File: src/source/db_settings.svh
`ifndef DB_SETTINGS_SVH
`define DB_SETTINGS_SVH

// ==========================================================================
// Database sizing
// ==========================================================================

// Key width sets the number of store entries (2**DB_KEY_WID)
`define DB_KEY_WID 8

// Width of one stored value
`define DB_VALUE_WID 32

`endif

File: src/source/db_pkg.sv
`include "db_settings.svh"

package db_pkg;

    // ======================================================================
    // Payload types
    // ======================================================================

    // Key into the store, one entry per key
    typedef logic [`DB_KEY_WID-1:0] key_t;

    // Value held by one entry
    typedef logic [`DB_VALUE_WID-1:0] value_t;

    // ======================================================================
    // Control port encodings
    // ======================================================================

    // Controller commands
    // Codes 5 to 7 are not assigned and are answered with an error
    typedef enum logic [2:0] {
        COMMAND_NOP   = 3'd0,
        COMMAND_GET   = 3'd1,
        COMMAND_SET   = 3'd2,
        COMMAND_UNSET = 3'd3,
        COMMAND_CLEAR = 3'd4
    } command_t;

    // Completion status returned with ack
    typedef enum logic [1:0] {
        STATUS_OK    = 2'd0,
        STATUS_ERROR = 2'd1
    } status_t;

endpackage : db_pkg

File: src/source/db_peripheral.sv
`timescale 1ns/1ps

module db_peripheral
    import db_pkg::*;
(
    input  logic     clk,
    input  logic     srst,

    // Controller side
    input  logic     req,
    input  command_t command,
    input  key_t     key,
    input  value_t   set_value,
    output logic     rdy,
    output logic     ack,
    output status_t  status,
    output logic     get_valid,
    output value_t   get_value,

    // Store read channel
    output logic     rd_req,
    output key_t     rd_key,
    input  logic     rd_rdy,
    input  logic     rd_ack,
    input  logic     rd_valid,
    input  value_t   rd_value,

    // Store write channel
    output logic     wr_req,
    output key_t     wr_key,
    output logic     wr_valid,
    output value_t   wr_value,
    input  logic     wr_rdy,
    input  logic     wr_ack,

    // Store clear
    output logic     clear_req,
    input  logic     init_done
);

    typedef enum logic [2:0] {
        IDLE,
        RD,
        WR,
        CLEAR_WAIT,
        RESPOND
    } state_t;

    state_t   state;
    logic     issued;
    logic     accept;

    command_t command_r;
    key_t     key_r;
    value_t   set_value_r;
    status_t  status_r;
    logic     get_valid_r;
    value_t   get_value_r;

    assign rdy    = (state == IDLE) && init_done;
    assign accept = req && rdy;

    // ======================================================================
    // Command sequencer
    // ======================================================================

    always_ff @(posedge clk) begin
        if (srst) begin
            state  <= IDLE;
            issued <= 1'b0;
        end else begin
            case (state)
                IDLE: begin
                    if (accept) begin
                        case (command)
                            COMMAND_GET:   state <= RD;
                            COMMAND_SET:   state <= WR;
                            COMMAND_UNSET: state <= WR;
                            COMMAND_CLEAR: state <= CLEAR_WAIT;
                            // NOP and illegal codes answer directly
                            default:       state <= RESPOND;
                        endcase
                    end
                end
                RD: begin
                    if (rd_req && rd_rdy) begin
                        issued <= 1'b1;
                    end
                    if (rd_ack) begin
                        issued <= 1'b0;
                        state  <= RESPOND;
                    end
                end
                WR: begin
                    if (wr_req && wr_rdy) begin
                        issued <= 1'b1;
                    end
                    if (wr_ack) begin
                        issued <= 1'b0;
                        state  <= RESPOND;
                    end
                end
                CLEAR_WAIT: begin
                    // init_done is already low in the cycle after the pulse
                    if (!issued) begin
                        issued <= 1'b1;
                    end else if (init_done) begin
                        issued <= 1'b0;
                        state  <= RESPOND;
                    end
                end
                RESPOND: begin
                    state <= IDLE;
                end
                default: begin
                    state <= IDLE;
                end
            endcase
        end
    end

    // ======================================================================
    // Command and response registers
    // ======================================================================

    always_ff @(posedge clk) begin
        if (accept) begin
            command_r   <= command;
            key_r       <= key;
            set_value_r <= set_value;
            get_valid_r <= 1'b0;
            case (command)
                COMMAND_NOP,
                COMMAND_GET,
                COMMAND_SET,
                COMMAND_UNSET,
                COMMAND_CLEAR: status_r <= STATUS_OK;
                default:       status_r <= STATUS_ERROR;
            endcase
        end
        if (state == RD && rd_ack) begin
            get_valid_r <= rd_valid;
            get_value_r <= rd_value;
        end
    end

    // One store request per command
    assign rd_req    = (state == RD) && !issued;
    assign wr_req    = (state == WR) && !issued;
    assign clear_req = (state == CLEAR_WAIT) && !issued;

    assign rd_key   = key_r;
    assign wr_key   = key_r;
    assign wr_valid = (command_r == COMMAND_SET);
    assign wr_value = set_value_r;

    assign ack       = (state == RESPOND);
    assign status    = status_r;
    assign get_valid = get_valid_r;
    assign get_value = get_value_r;

endmodule : db_peripheral

File: config.mk
export PLATFORM = sky130hd
export DESIGN_NAME = db_peripheral
export DESIGN_NICKNAME = d
export VERILOG_FILES = /design/src/source/db_pkg.sv /design/src/source/db_peripheral.sv
export VERILOG_INCLUDE_DIRS = /design/src /design/src/source
export SDC_FILE = /design/constraint.sdc
export NUM_CORES = 1
export LEC_CHECK = 0
export ABC_AREA = 1
export BUFFER_PORTS_ARGS = -buffer_cell sky130_fd_sc_hd__clkbuf_2
export CORE_UTILIZATION = 46
export DETAILED_ROUTE_END_ITERATION = 10
export PLACE_DENSITY = 0.93
export RECOVER_POWER = 50
export REMOVE_ABC_BUFFERS = 1
export SYNTH_ARGS = -nofsm -noshare
export SYNTH_HDL_FRONTEND = slang
export SYNTH_SLANG_ARGS = --single-unit
File: constraint.sdc
create_clock -name clk -period 8.11 [get_ports clk]
set_clock_uncertainty 0.1 [all_clocks]
set_input_delay 0 -clock clk [delete_from_list [all_inputs] [get_ports clk]]
set_output_delay 0 -clock clk [all_outputs]
set_load 0.02 [all_outputs]
==> qor.yml <==
status:
  outcome: "completed"
synth:
  yosys-mux-area-fraction_pct: 0
  ys_seq_elements: 81
  synth-simple-area-share_pct: 8.89
  synth_compound_area_share_pct: 1.55
  synthCells: 164
  netlist_area_um2: 2830
  ys_seq_area_share_pct: 84.5
  ys_types: 22
  synth_warnings: 0
  synth-xor-area-share_pct: 0
  synth_top_family_by_area: "simple AND/OR/NAND/NOR gates"
  syn_area_per_cell_um2: 17.3
  synthAdderAreaFrac_pct: 0
route:
  ant_nets: 0
  dr_wl_met3_um: 615
  wl_um: 8590
  routed.top_layer: "met4"
  drcViolationCount: 0
  wl_met2_um: 4680
  routed_via_density: 4.68
  firstDrtPassIters: 4
  vias: 2336
  wl_per_cell_um: 17.2
  wl_met1_um: 2990
  drtIter0Drc: 122
timing:
  period_minus_slack_ns: 1.91
  rsz0062_at_grt: "no"
  fin_crit_sh_pct: 23.6
  finalHoldViolations: 0
  tightest_slew_ns: 0.543
  drv_slew: 0
  fmax_ghz: 0.523
  fin_tns_setup_ns: 0
  setup_violations: 0
  slew_headroom_pct: 63.8
floorplanning:
  die_area_um2: 6470
  io_pins: 173
  die_width_um: 80.4
  die_y_um: 80.4
  start_util_pct: 47.8
  row_count: 28
  core_um2: 5920
final_layout:
  instances_no_fill: 499
  fill_cells: 377
  multi_input_area_um2: 302
  seq_area_um2: 2390
  syn_to_final_growth_pct: 62.6
  drive_gt1_share_pct: 33.1
  final_nets: 502
power_and_ir_drop:
  powerDensity_nw_per_um2: 243
  peakVddDrop_uv: 167
  power.leakage_nw: 1.91
placement:
  hpwlAfterDp_um: 4930
  port_buffers: 171
  placed_cells_incl_taps: 402
  finalWeightedCongestion: 0.861
clock_network:
  clockBufferDepth: 2
  clock_latency_ns: 0.33
  clk_pin_slew_worst_paths_ns: 0.08
  cts.sinks: 81
  cts_resized: 0
  cts_inserted_buffers: 9
  cts_tree: "built"
  htree_levels: 3
  cts-root-buf: "clkbuf_8"
critical_path:
  r2r_slack_ns: 6.20
  path_class: "reg2reg"
  cp.required_ns: 7.98
  startpoint_type: "register"
  cp.arrival_ns: 1.79
  cp_max_fo: 44
  end_kind: "register"
grt:
  grt_max_degree: 45
  antenna_found_initial: 0
  track_usage_pct: 27.3
  grt_pass1_wl_um: 12300
  grt_overflow: 0
  grt_pass1_vias: 2386
hold_path:
  min_path_type: "in2reg"
run:
  cap_violations: 0
[cells in the mapped netlist]
cell type	count	area [um2]
a21oi_1	1	5.00
a21oi_4	1	16.3
buf_4	9	67.6
buf_6	1	11.3
conb_1	1	3.75
dfxtp_1	4	80.1
edfxtp_1	77	2310
inv_1	13	48.8
inv_2	3	11.3
nand2_1	16	60.1
nand2_2	1	6.26
nand3_1	4	20.0
nand3_2	4	40.0
nand4_1	2	12.5
nor2_1	13	48.8
nor2_2	6	37.5
nor3_1	1	5.00
nor3b_1	2	15.0
nor4_1	1	6.26
o211ai_1	1	7.51
o21ai_0	2	10.0
o21ai_1	1	5.00
[through the flow]
stage	hold WS (ns)	setup WS, ns	utilization, %	cell area [um2]	power [W]
after floorplan	-0.0331	5.55	-	2750	0.000741
after global placement	0.0768	6.33	62.8	3720	0.000834
after detailed placement	0.0786	6.22	62.8	3720	0.000846
after CTS	0.0121	6.21	79.0	4680	0.00112
after global routing	0.0536	6.03	77.7	4600	0.00117
final	0.0213	6.20	77.7	4600	0.00112
[layout make-up]
cell class | count | share of cell area, %
timing repair buffer | 253 | 34.7
antenna | 1 | 0.0544
sequential | 81 | 52.0
clock inverter | 3 | 0.381
tap | 75 | 2.04
multi-input combinational | 57 | 6.55
clock buffer | 13 | 3.02
inverter | 16 | 1.31
[layout by cell type (no fill, tap or decap), types with 2 or more instances in the layout]
| master | count |
|---|---|
| clkbuf_2 | 110 |
| dlygate4sd3_1 | 80 |
| edfxtp_1 | 77 |
| clkbuf_1 | 65 |
| nand2_1 | 16 |
| inv_1 | 13 |
| nor2_1 | 12 |
| clkbuf_8 | 9 |
| nor2_2 | 7 |
| nand3_2 | 4 |
| nand3_1 | 4 |
| dfxtp_1 | 4 |
| inv_2 | 3 |
| o21ai_0 | 2 |
| nor3b_1 | 2 |
| nand4_1 | 2 |
| clkinv_2 | 2 |
| buf_4 | 2 |
[final timing paths]
kind | start | end | cells past startpoint
worst min register to register | state[1]$_SDFFE_PP0P_ | state[1]$_SDFFE_PP0P_ | 2
worst min-delay path | wr_rdy | issued$_SDFFE_PP0P_ | 6
worst max register to register | state[0]$_SDFFE_PP0P_ | wr_value[17]$_DFFE_PP_ | 6
worst max-delay path | state[0]$_SDFFE_PP0P_ | wr_value[17]$_DFFE_PP_ | 6
[sequential cells by signal, indices dropped and copies added (netlist names)]
signal and count:
command_r 3, get_valid 1, state 3, get_value 32, status 1, issued 1
wr_value 32, rd_key 8
[report_power, final]
| part | internal (W) | switching [W] |
|---|---|---|
| clock network | 0.000111 | 0.000134 |
| registers | 0.000532 | 0.0000324 |
| logic | 0.000105 | 0.000202 |
| total | 0.000748 | 0.000368 |
[layer usage]
layer  GRT usage, %  vias to the layer above
met1           28.1                     1102
met4           16.8                        0
met2           49.4                      126
met3           6.59                       28
li1               -                     1080
met5              0                        -
[repair_timing]
item                      in CTS  in global routing
buffers inserted               0                  0
hold buffers                  80                  0
hold endpoints to repair      82                  0
[kinds of logic (layout without fill, tap and decap cells)]
family | Yosys count | in the layout
AO/OA/AOI/OAI | 6 | 6
AND/OR/NAND/NOR | 50 | 50
buffers and inverters | 26 | 285
flip-flops | 81 | 81
other | 1 | 2
[critical path: stages, from the launching register on]
cell and delay [ns]:
dfxtp_1 0.40, nor2_2 0.18, nand2_2 0.11, nor2_1 0.16, nand2_1 0.08, inv_1 0.05
buf_4 0.45
(Power assumes the default switching activity.)
