[src/source/db_settings.svh]
`ifndef DB_SETTINGS_SVH
`define DB_SETTINGS_SVH

// ==========================================================================
// Database sizing
// ==========================================================================

// Key width sets the number of store entries (2**DB_KEY_WID)
`define DB_KEY_WID 8

// Width of one stored value
`define DB_VALUE_WID 32

`endif

[src/source/db_pkg.sv]
`include "db_settings.svh"

package db_pkg;

    // ======================================================================
    // Payload types
    // ======================================================================

    // Key into the store, one entry per key
    typedef logic [`DB_KEY_WID-1:0] key_t;

    // Value held by one entry
    typedef logic [`DB_VALUE_WID-1:0] value_t;

    // ======================================================================
    // Control port encodings
    // ======================================================================

    // Controller commands
    // Codes 5 to 7 are not assigned and are answered with an error
    typedef enum logic [2:0] {
        COMMAND_NOP   = 3'd0,
        COMMAND_GET   = 3'd1,
        COMMAND_SET   = 3'd2,
        COMMAND_UNSET = 3'd3,
        COMMAND_CLEAR = 3'd4
    } command_t;

    // Completion status returned with ack
    typedef enum logic [1:0] {
        STATUS_OK    = 2'd0,
        STATUS_ERROR = 2'd1
    } status_t;

endpackage : db_pkg

[src/source/db_ctrl_prio_mux.sv]
`timescale 1ns/1ps

module db_ctrl_prio_mux
    import db_pkg::*;
(
    input  logic     clk,
    input  logic     srst,

    // High-priority controller
    input  logic     hi_req,
    input  command_t hi_command,
    input  key_t     hi_key,
    input  value_t   hi_set_value,
    output logic     hi_rdy,
    output logic     hi_ack,
    output status_t  hi_status,
    output logic     hi_get_valid,
    output value_t   hi_get_value,

    // Low-priority controller
    input  logic     lo_req,
    input  command_t lo_command,
    input  key_t     lo_key,
    input  value_t   lo_set_value,
    output logic     lo_rdy,
    output logic     lo_ack,
    output status_t  lo_status,
    output logic     lo_get_valid,
    output value_t   lo_get_value,

    // Shared peripheral
    output logic     per_req,
    output command_t per_command,
    output key_t     per_key,
    output value_t   per_set_value,
    input  logic     per_rdy,
    input  logic     per_ack,
    input  status_t  per_status,
    input  logic     per_get_valid,
    input  value_t   per_get_value
);

    // ======================================================================
    // Arbitration state
    // ======================================================================

    logic locked;
    logic owner_hi;
    logic sel_hi;
    logic accept;

    // Owner holds the path from acceptance to ack
    assign sel_hi = locked ? owner_hi : hi_req;
    assign accept = per_req && per_rdy;

    always_ff @(posedge clk) begin
        if (srst) begin
            locked   <= 1'b0;
            owner_hi <= 1'b0;
        end else if (per_ack) begin
            locked <= 1'b0;
        end else if (accept) begin
            locked   <= 1'b1;
            owner_hi <= sel_hi;
        end
    end

    // ======================================================================
    // Request path
    // ======================================================================

    assign per_req       = sel_hi ? hi_req       : lo_req;
    assign per_command   = sel_hi ? hi_command   : lo_command;
    assign per_key       = sel_hi ? hi_key       : lo_key;
    assign per_set_value = sel_hi ? hi_set_value : lo_set_value;

    // Ready only toward the selected side
    assign hi_rdy = per_rdy && sel_hi;
    assign lo_rdy = per_rdy && !sel_hi;

    // ======================================================================
    // Response path
    // ======================================================================

    // Ack goes back to the recorded owner only
    assign hi_ack = per_ack && locked && owner_hi;
    assign lo_ack = per_ack && locked && !owner_hi;

    // Response fields are qualified by ack on each side
    assign hi_status    = per_status;
    assign hi_get_valid = per_get_valid;
    assign hi_get_value = per_get_value;

    assign lo_status    = per_status;
    assign lo_get_valid = per_get_valid;
    assign lo_get_value = per_get_value;

endmodule : db_ctrl_prio_mux

[config.mk]
export PLATFORM = sky130hd
export DESIGN_NAME = db_ctrl_prio_mux
export DESIGN_NICKNAME = d
export VERILOG_FILES = /design/src/source/db_pkg.sv /design/src/source/db_ctrl_prio_mux.sv
export VERILOG_INCLUDE_DIRS = /design/src /design/src/source
export SDC_FILE = /design/constraint.sdc
export NUM_CORES = 1
export LEC_CHECK = 0
export BUFFER_PORTS_ARGS = -buffer_cell sky130_fd_sc_hd__buf_2
export CAP_MARGIN = 40
export CELL_PAD_IN_SITES_DETAIL_PLACEMENT = 1
export CELL_PAD_IN_SITES_GLOBAL_PLACEMENT = 1
export CORE_MARGIN = 5
export CORE_UTILIZATION = 13
export CTS_CLUSTER_DIAMETER = 80
export DETAILED_ROUTE_END_ITERATION = 16
export PLACE_DENSITY = 0.88
export SLEW_MARGIN = 20
export SYNTH_ARGS = -nofsm -noshare
export SYNTH_HDL_FRONTEND = slang
export SYNTH_SLANG_ARGS = --single-unit
[constraint.sdc]
create_clock -name clk -period 1.81 [get_ports clk]
set_clock_uncertainty 0.2 [all_clocks]
set_input_delay 0.362 -clock clk [delete_from_list [all_inputs] [get_ports clk]]
set_output_delay 0.362 -clock clk [all_outputs]
set_load 0.02 [all_outputs]
==> metrics, run 1 <==
Final nets=343; DR iter-0 viols=39; cell area power density=431 nW/um^2; Sequential Power Share=5.4%; status=finished, violations left; port bufs=139; #FFs+latches synth=2; Synth cell types=20; Final Cycle Share=120%; overall power=903 uW; antenna violations before repair=0; Synth Warn #=0; total clock buffers created by CTS=3; Area Overhead vs Synth=70.7%; switching part of the total=35.4%; drt drc=0; WP data arrival=1.61 ns; largest net degree at the start of global routing=18; final slew viol count=0; Final WS setup=-0.360 ns; Reg clk slew, reported paths=0.03 ns; Pint=584 uW; most frequent cells after synthesis=70 x buf_4, 36 x mux2_2, 7 x mux2_1, 5 x buf_6; max_cap viols=0; Synth Net Count=264; Critical Path RT=1.25 ns; worst skew pair latency=0.21 ns; Max H-tree Level=1; layout cells sized above 1=93.0%; first-pass GRT wire length=6760 um; clock power share=19.4%; via/cell ratio=3.56; EDFF count, synth=0; hold buffers post-CTS=0; wire per inst=14.9 um; synth top area cells=buf_4 43%, mux2_2 33%, mux2_1 6.4%, buf_6 4.6%, dfxtp_1 3.3%; vias in the first global route=1,309; Worst Path Max Fanout=10; Worst setup EP type=output port; asr flop ratio synth=0%; CTS tree=done; Peak Freq=461 MHz; gr usage total=7.44%; chip width=107 um; maximum root-to-sink buffer count=2; Hold Path Class=in -> reg; top cell type's share of synthesized area=42.8%; First-pass DRT Iterations=3; Placer Congestion=0.601; Seq/Total Area, Yosys=3.26%; initial core utilization=13.3%; failing checks=setup timing; fin crit period=2.17 ns; Leak Pwr=1.15 nW; unrepaired setup endpoints after global routing=yes; final setup fails=45; largest area contributor in the netlist=buf_4; CP Launch Type=register; floorplan row count=35; die height=107 um; syn avg cell area=8.96 sq um; CTS sink cnt=2; # diodes=0; Final Hold Viols=0; top-count cell post-synth=buf_4; Overflow after GRT=0; routed wire length=5100 um; Comb power frac=75.2%; CP Class=reg -> out; ANT nets after route=0; IO Count=245; Slew headroom=85.1%; peak supply drop=0.000140 V; Final HPWL DP=4130 um; P_sw=320 uW; Mapped Cells=137; Root Buffer=clkbuf_8; Synth Flop Type=dfxtp_1; worst slew pin tran=0.221 ns; die area=11,500 sq um; Core Util, Final=22.7%; Placeable Area=9240 sq um; via count=1,221; Post-Syn Area=1230 sq um
==> power by group through the flow <==
stage / Sequential, mW / Clock (mW) / Combinational (mW)
after floorplan: 0.0496 / 0 / 0.559
after global placement: 0.0497 / 0 / 0.524
after detailed placement: 0.0500 / 0 / 0.536
after CTS: 0.0495 / 0.179 / 0.599
after global routing: 0.0492 / 0.184 / 0.718
final: 0.0488 / 0.175 / 0.679
==> per-layer routing <==
layer | up-vias | track usage, % | wire length, um
met3 | 32 | 2.05 | 760
met2 | 115 | 15.6 | 2790
met4 | 0 | 5.02 | 261
li1 | 549 | - | -
met1 | 525 | 5.60 | 1290
met5 | - | 0 | 0
==> cell type report <==
class | instances | area, sq um
fillers | 1095 | 7140
repair buffers | 149 | 1080
multi-input cells | 58 | 759
well taps | 129 | 161
flip-flops and latches | 2 | 45.0
clock buffers | 3 | 41.3
inverters | 2 | 7.51
==> cell families after synthesis <==
kind of cell	after synthesis	synth area share (%)
buffers and inverters	77	48.0
and+or+nand+nor	9	4.49
AOI/OAI and AO/OA	4	2.14
DFF	2	3.26
muxes	45	42.1
==> sequential cells by signal, indices dropped and copies added, names as in the netlist <==
signal	cells
locked	1
owner_hi	1
==> metrics by stage <==
step           hold WS (ns)  instances  TNS (ns)  instance area [sq um]  worst slack (ns)
6_report              0.145        343    -14.96                   2100            -0.360
5_1_grt               0.153        343    -17.33                   2100            -0.415
4_1_cts               0.144        341    -15.78                   1880            -0.381
3_5_place_dp          0.362        335     -8.39                   1700            -0.234
3_3_place_gp          0.354        335     -7.17                   1700            -0.208
2_1_floorplan         0.227        137     -3.33                   1370           -0.0902
==> placed cells by master (no fill, tap or decap) <==
cell | netlist | routed
buf_2 | 0 | 108
mux2_4 | 0 | 43
buf_6 | 5 | 30
buf_4 | 70 | 4
clkbuf_8 | 0 | 3
buf_16 | 0 | 3
nor2_1 | 2 | 2
inv_1 | 2 | 2
clkbuf_16 | 0 | 2
buf_12 | 0 | 2
mux2i_4 | 1 | 1
mux2i_1 | 1 | 1
a21oi_1 | 1 | 1
nor2b_1 | 1 | 1
and2_1 | 1 | 1
and3_1 | 1 | 1
nand2_1 | 1 | 1
or3b_2 | 1 | 1
nor4bb_1 | 1 | 1
nand2b_1 | 1 | 1
o32ai_1 | 1 | 1
o21ai_0 | 1 | 1
a211oi_1 | 1 | 1
dfxtp_4 | 0 | 1
dfxtp_2 | 0 | 1
==> path summary, 6_finish.rpt <==
path,startpoint,to,slack [ns],cells past startpoint
max reg2reg,locked$_SDFFE_PP0P_,owner_hi$_SDFFE_PP0P_,0.31,3
min,srst,locked$_SDFFE_PP0P_,0.14,2
min reg2reg,locked$_SDFFE_PP0P_,locked$_SDFFE_PP0P_,0.44,3
max,locked$_SDFFE_PP0P_,per_set_value[29],-0.36,5
==> worst max-delay path: stages (launching register included) <==
cell     delay, ns
dfxtp_4       0.35
mux2i_4       0.25
buf_12        0.18
buf_12        0.15
mux2_4        0.29
buf_2         0.17
==> timing repair <==
action | in CTS | in global routing
cloned | 2 | 2
endpoints found under the setup margin | 45 | 46
resized for setup | 21 | 53
buffers inserted | 1 | 0
(Power assumes the default switching activity.)
==> run 2, diff against run 1 <==
- BUFFER_PORTS_ARGS: -buffer_cell sky130_fd_sc_hd__buf_2 -> default
- CORE_AREA: default -> 5 5 92 94
- CORE_MARGIN: 5 -> default
- CORE_UTILIZATION: 13 -> default
- DIE_AREA: default -> 0 0 97 99
- DONT_BUFFER_PORTS: default -> 1
- PLACE_DENSITY: 0.88 -> 0.53
==> metrics, run 2 (same netlist as run 1, synthesis figures left out) <==
Hold Path Class=in -> reg; dpl cells=170; Root Buffer=clkbuf_8; Placer Congestion=0.698; failing checks=setup timing; vias in the first global route=840; # diodes=0; Critical Path RT=1.25 ns; layout cells sized above 1=80.8%; WP data arrival=1.51 ns; Worst setup EP type=output port; CP Launch Type=register; Peak Freq=483 MHz; status=finished, violations left; worst skew pair latency=0.21 ns; CTS sink cnt=2; maximum root-to-sink buffer count=2; cell area power density=561 nW/um^2; chip width=97 um; initial core utilization=16.2%; total clock buffers created by CTS=3; ANT nets after route=0; max_cap viols=0; flop2flop setup slack=0.35 ns; worst slew pin tran=0.378 ns; Max H-tree Level=1; port bufs=0; CTS tree=done; antenna violations before repair=0; Slew headroom=74.7%; FILL cells=866; peak supply drop=0.000155 V; first-pass GRT wire length=5930 um; hold buffers post-CTS=0; wire per inst=24.3 um; Final nets=207; unrepaired setup endpoints after global routing=yes; die height=99 um; most frequent cells in the layout=43 x mux2_4, 7 x buf_4, 3 x clkbuf_8; most common cell after layout, fill and taps aside=mux2_4; fin area=1160 sq um; Regs by FF count=locked (1), owner_hi (1); Overflow after GRT=0; IO Count=245; gr usage total=8.05%; via count=709; Placeable Area=7570 sq um; Area Overhead vs Synth=-5.20%; CP Class=reg -> out; Final Cycle Share=114%; routed wire length=4370 um; final slew viol count=0; fin cells=180; First-pass DRT Iterations=2; DR iter-0 viols=8; via/cell ratio=3.94; final setup fails=45; Reg clk slew, reported paths=0.03 ns; Leak Pwr=0.539 nW; die area=9600 sq um; fin crit period=2.07 ns; Final WS setup=-0.259 ns; drt drc=0; Final Hold Viols=0; Worst Path Max Fanout=8; floorplan row count=32; Final HPWL DP=3530 um; DP Area=975 sq um; largest net degree at the start of global routing=18
[run 2: changes by cell type in the layout (fill, tap and decap cells not counted), sizes merged]
cell	delta
buf	-135
clkbuf	-1
[run 2: final cells by class]
class	count	area, sq um	area share [%]
timing repair buffer	13	184	15.8
sequential	2	41.3	3.55
tap	102	128	11.0
multi-input combinational	58	762	65.5
inverter	2	7.51	0.645
clock buffer	3	41.3	3.55
[run 2: repair_timing]
action / in CTS / in global routing
setup buffers: 4 / 1
resized for setup: 8 / 8
endpoints found under the setup margin: 45 / 45
cloned: 2 / 1
[run 2: critical path: stages (launching register included)]
cell	delay, ns
dfxtp_2	0.34
mux2i_4	0.27
buf_6	0.16
clkbuf_16	0.17
mux2_4	0.34
[run 2: worst paths after layout]
kind / from / end / cells after the start
worst min-delay path: per_ack / locked$_SDFFE_PP0P_ / 1
worst max register to register: locked$_SDFFE_PP0P_ / owner_hi$_SDFFE_PP0P_ / 3
worst max-delay path: locked$_SDFFE_PP0P_ / per_set_value[19] / 4
worst min register to register: locked$_SDFFE_PP0P_ / locked$_SDFFE_PP0P_ / 3
[run 2: where the power goes]
part / total, mW / switching, mW / leakage, nW / internal [mW]
registers: 0.0493 / 0.00237 / 0.0168 / 0.0470
clock network: 0.179 / 0.0383 / 0.0216 / 0.141
logic: 0.424 / 0.219 / 0.500 / 0.205
total: 0.652 / 0.260 / 0.539 / 0.393
[run 2: through the flow]
stage               total power, mW  setup slack (ns)  TNS [ns]  hold slack, ns  util [%]
floorplan                     0.609           -0.0902     -3.33           0.227         -
global placement              0.417           -0.0609    -0.297           0.233      12.9
detailed placement            0.419           -0.0828    -0.884           0.233      12.9
CTS                           0.643            -0.273    -10.75          0.0134      14.8
global route                  0.681            -0.309    -12.70          0.0111      15.4
finish                        0.652            -0.259    -10.46          0.0103      15.4
[run 2: per-layer routing]
layer  GRT usage, %  part of all wire (%)
met5              0                     0
met4           4.43                   3.3
met3           5.38                    17
met2           14.6                    53
met1           6.48                    27
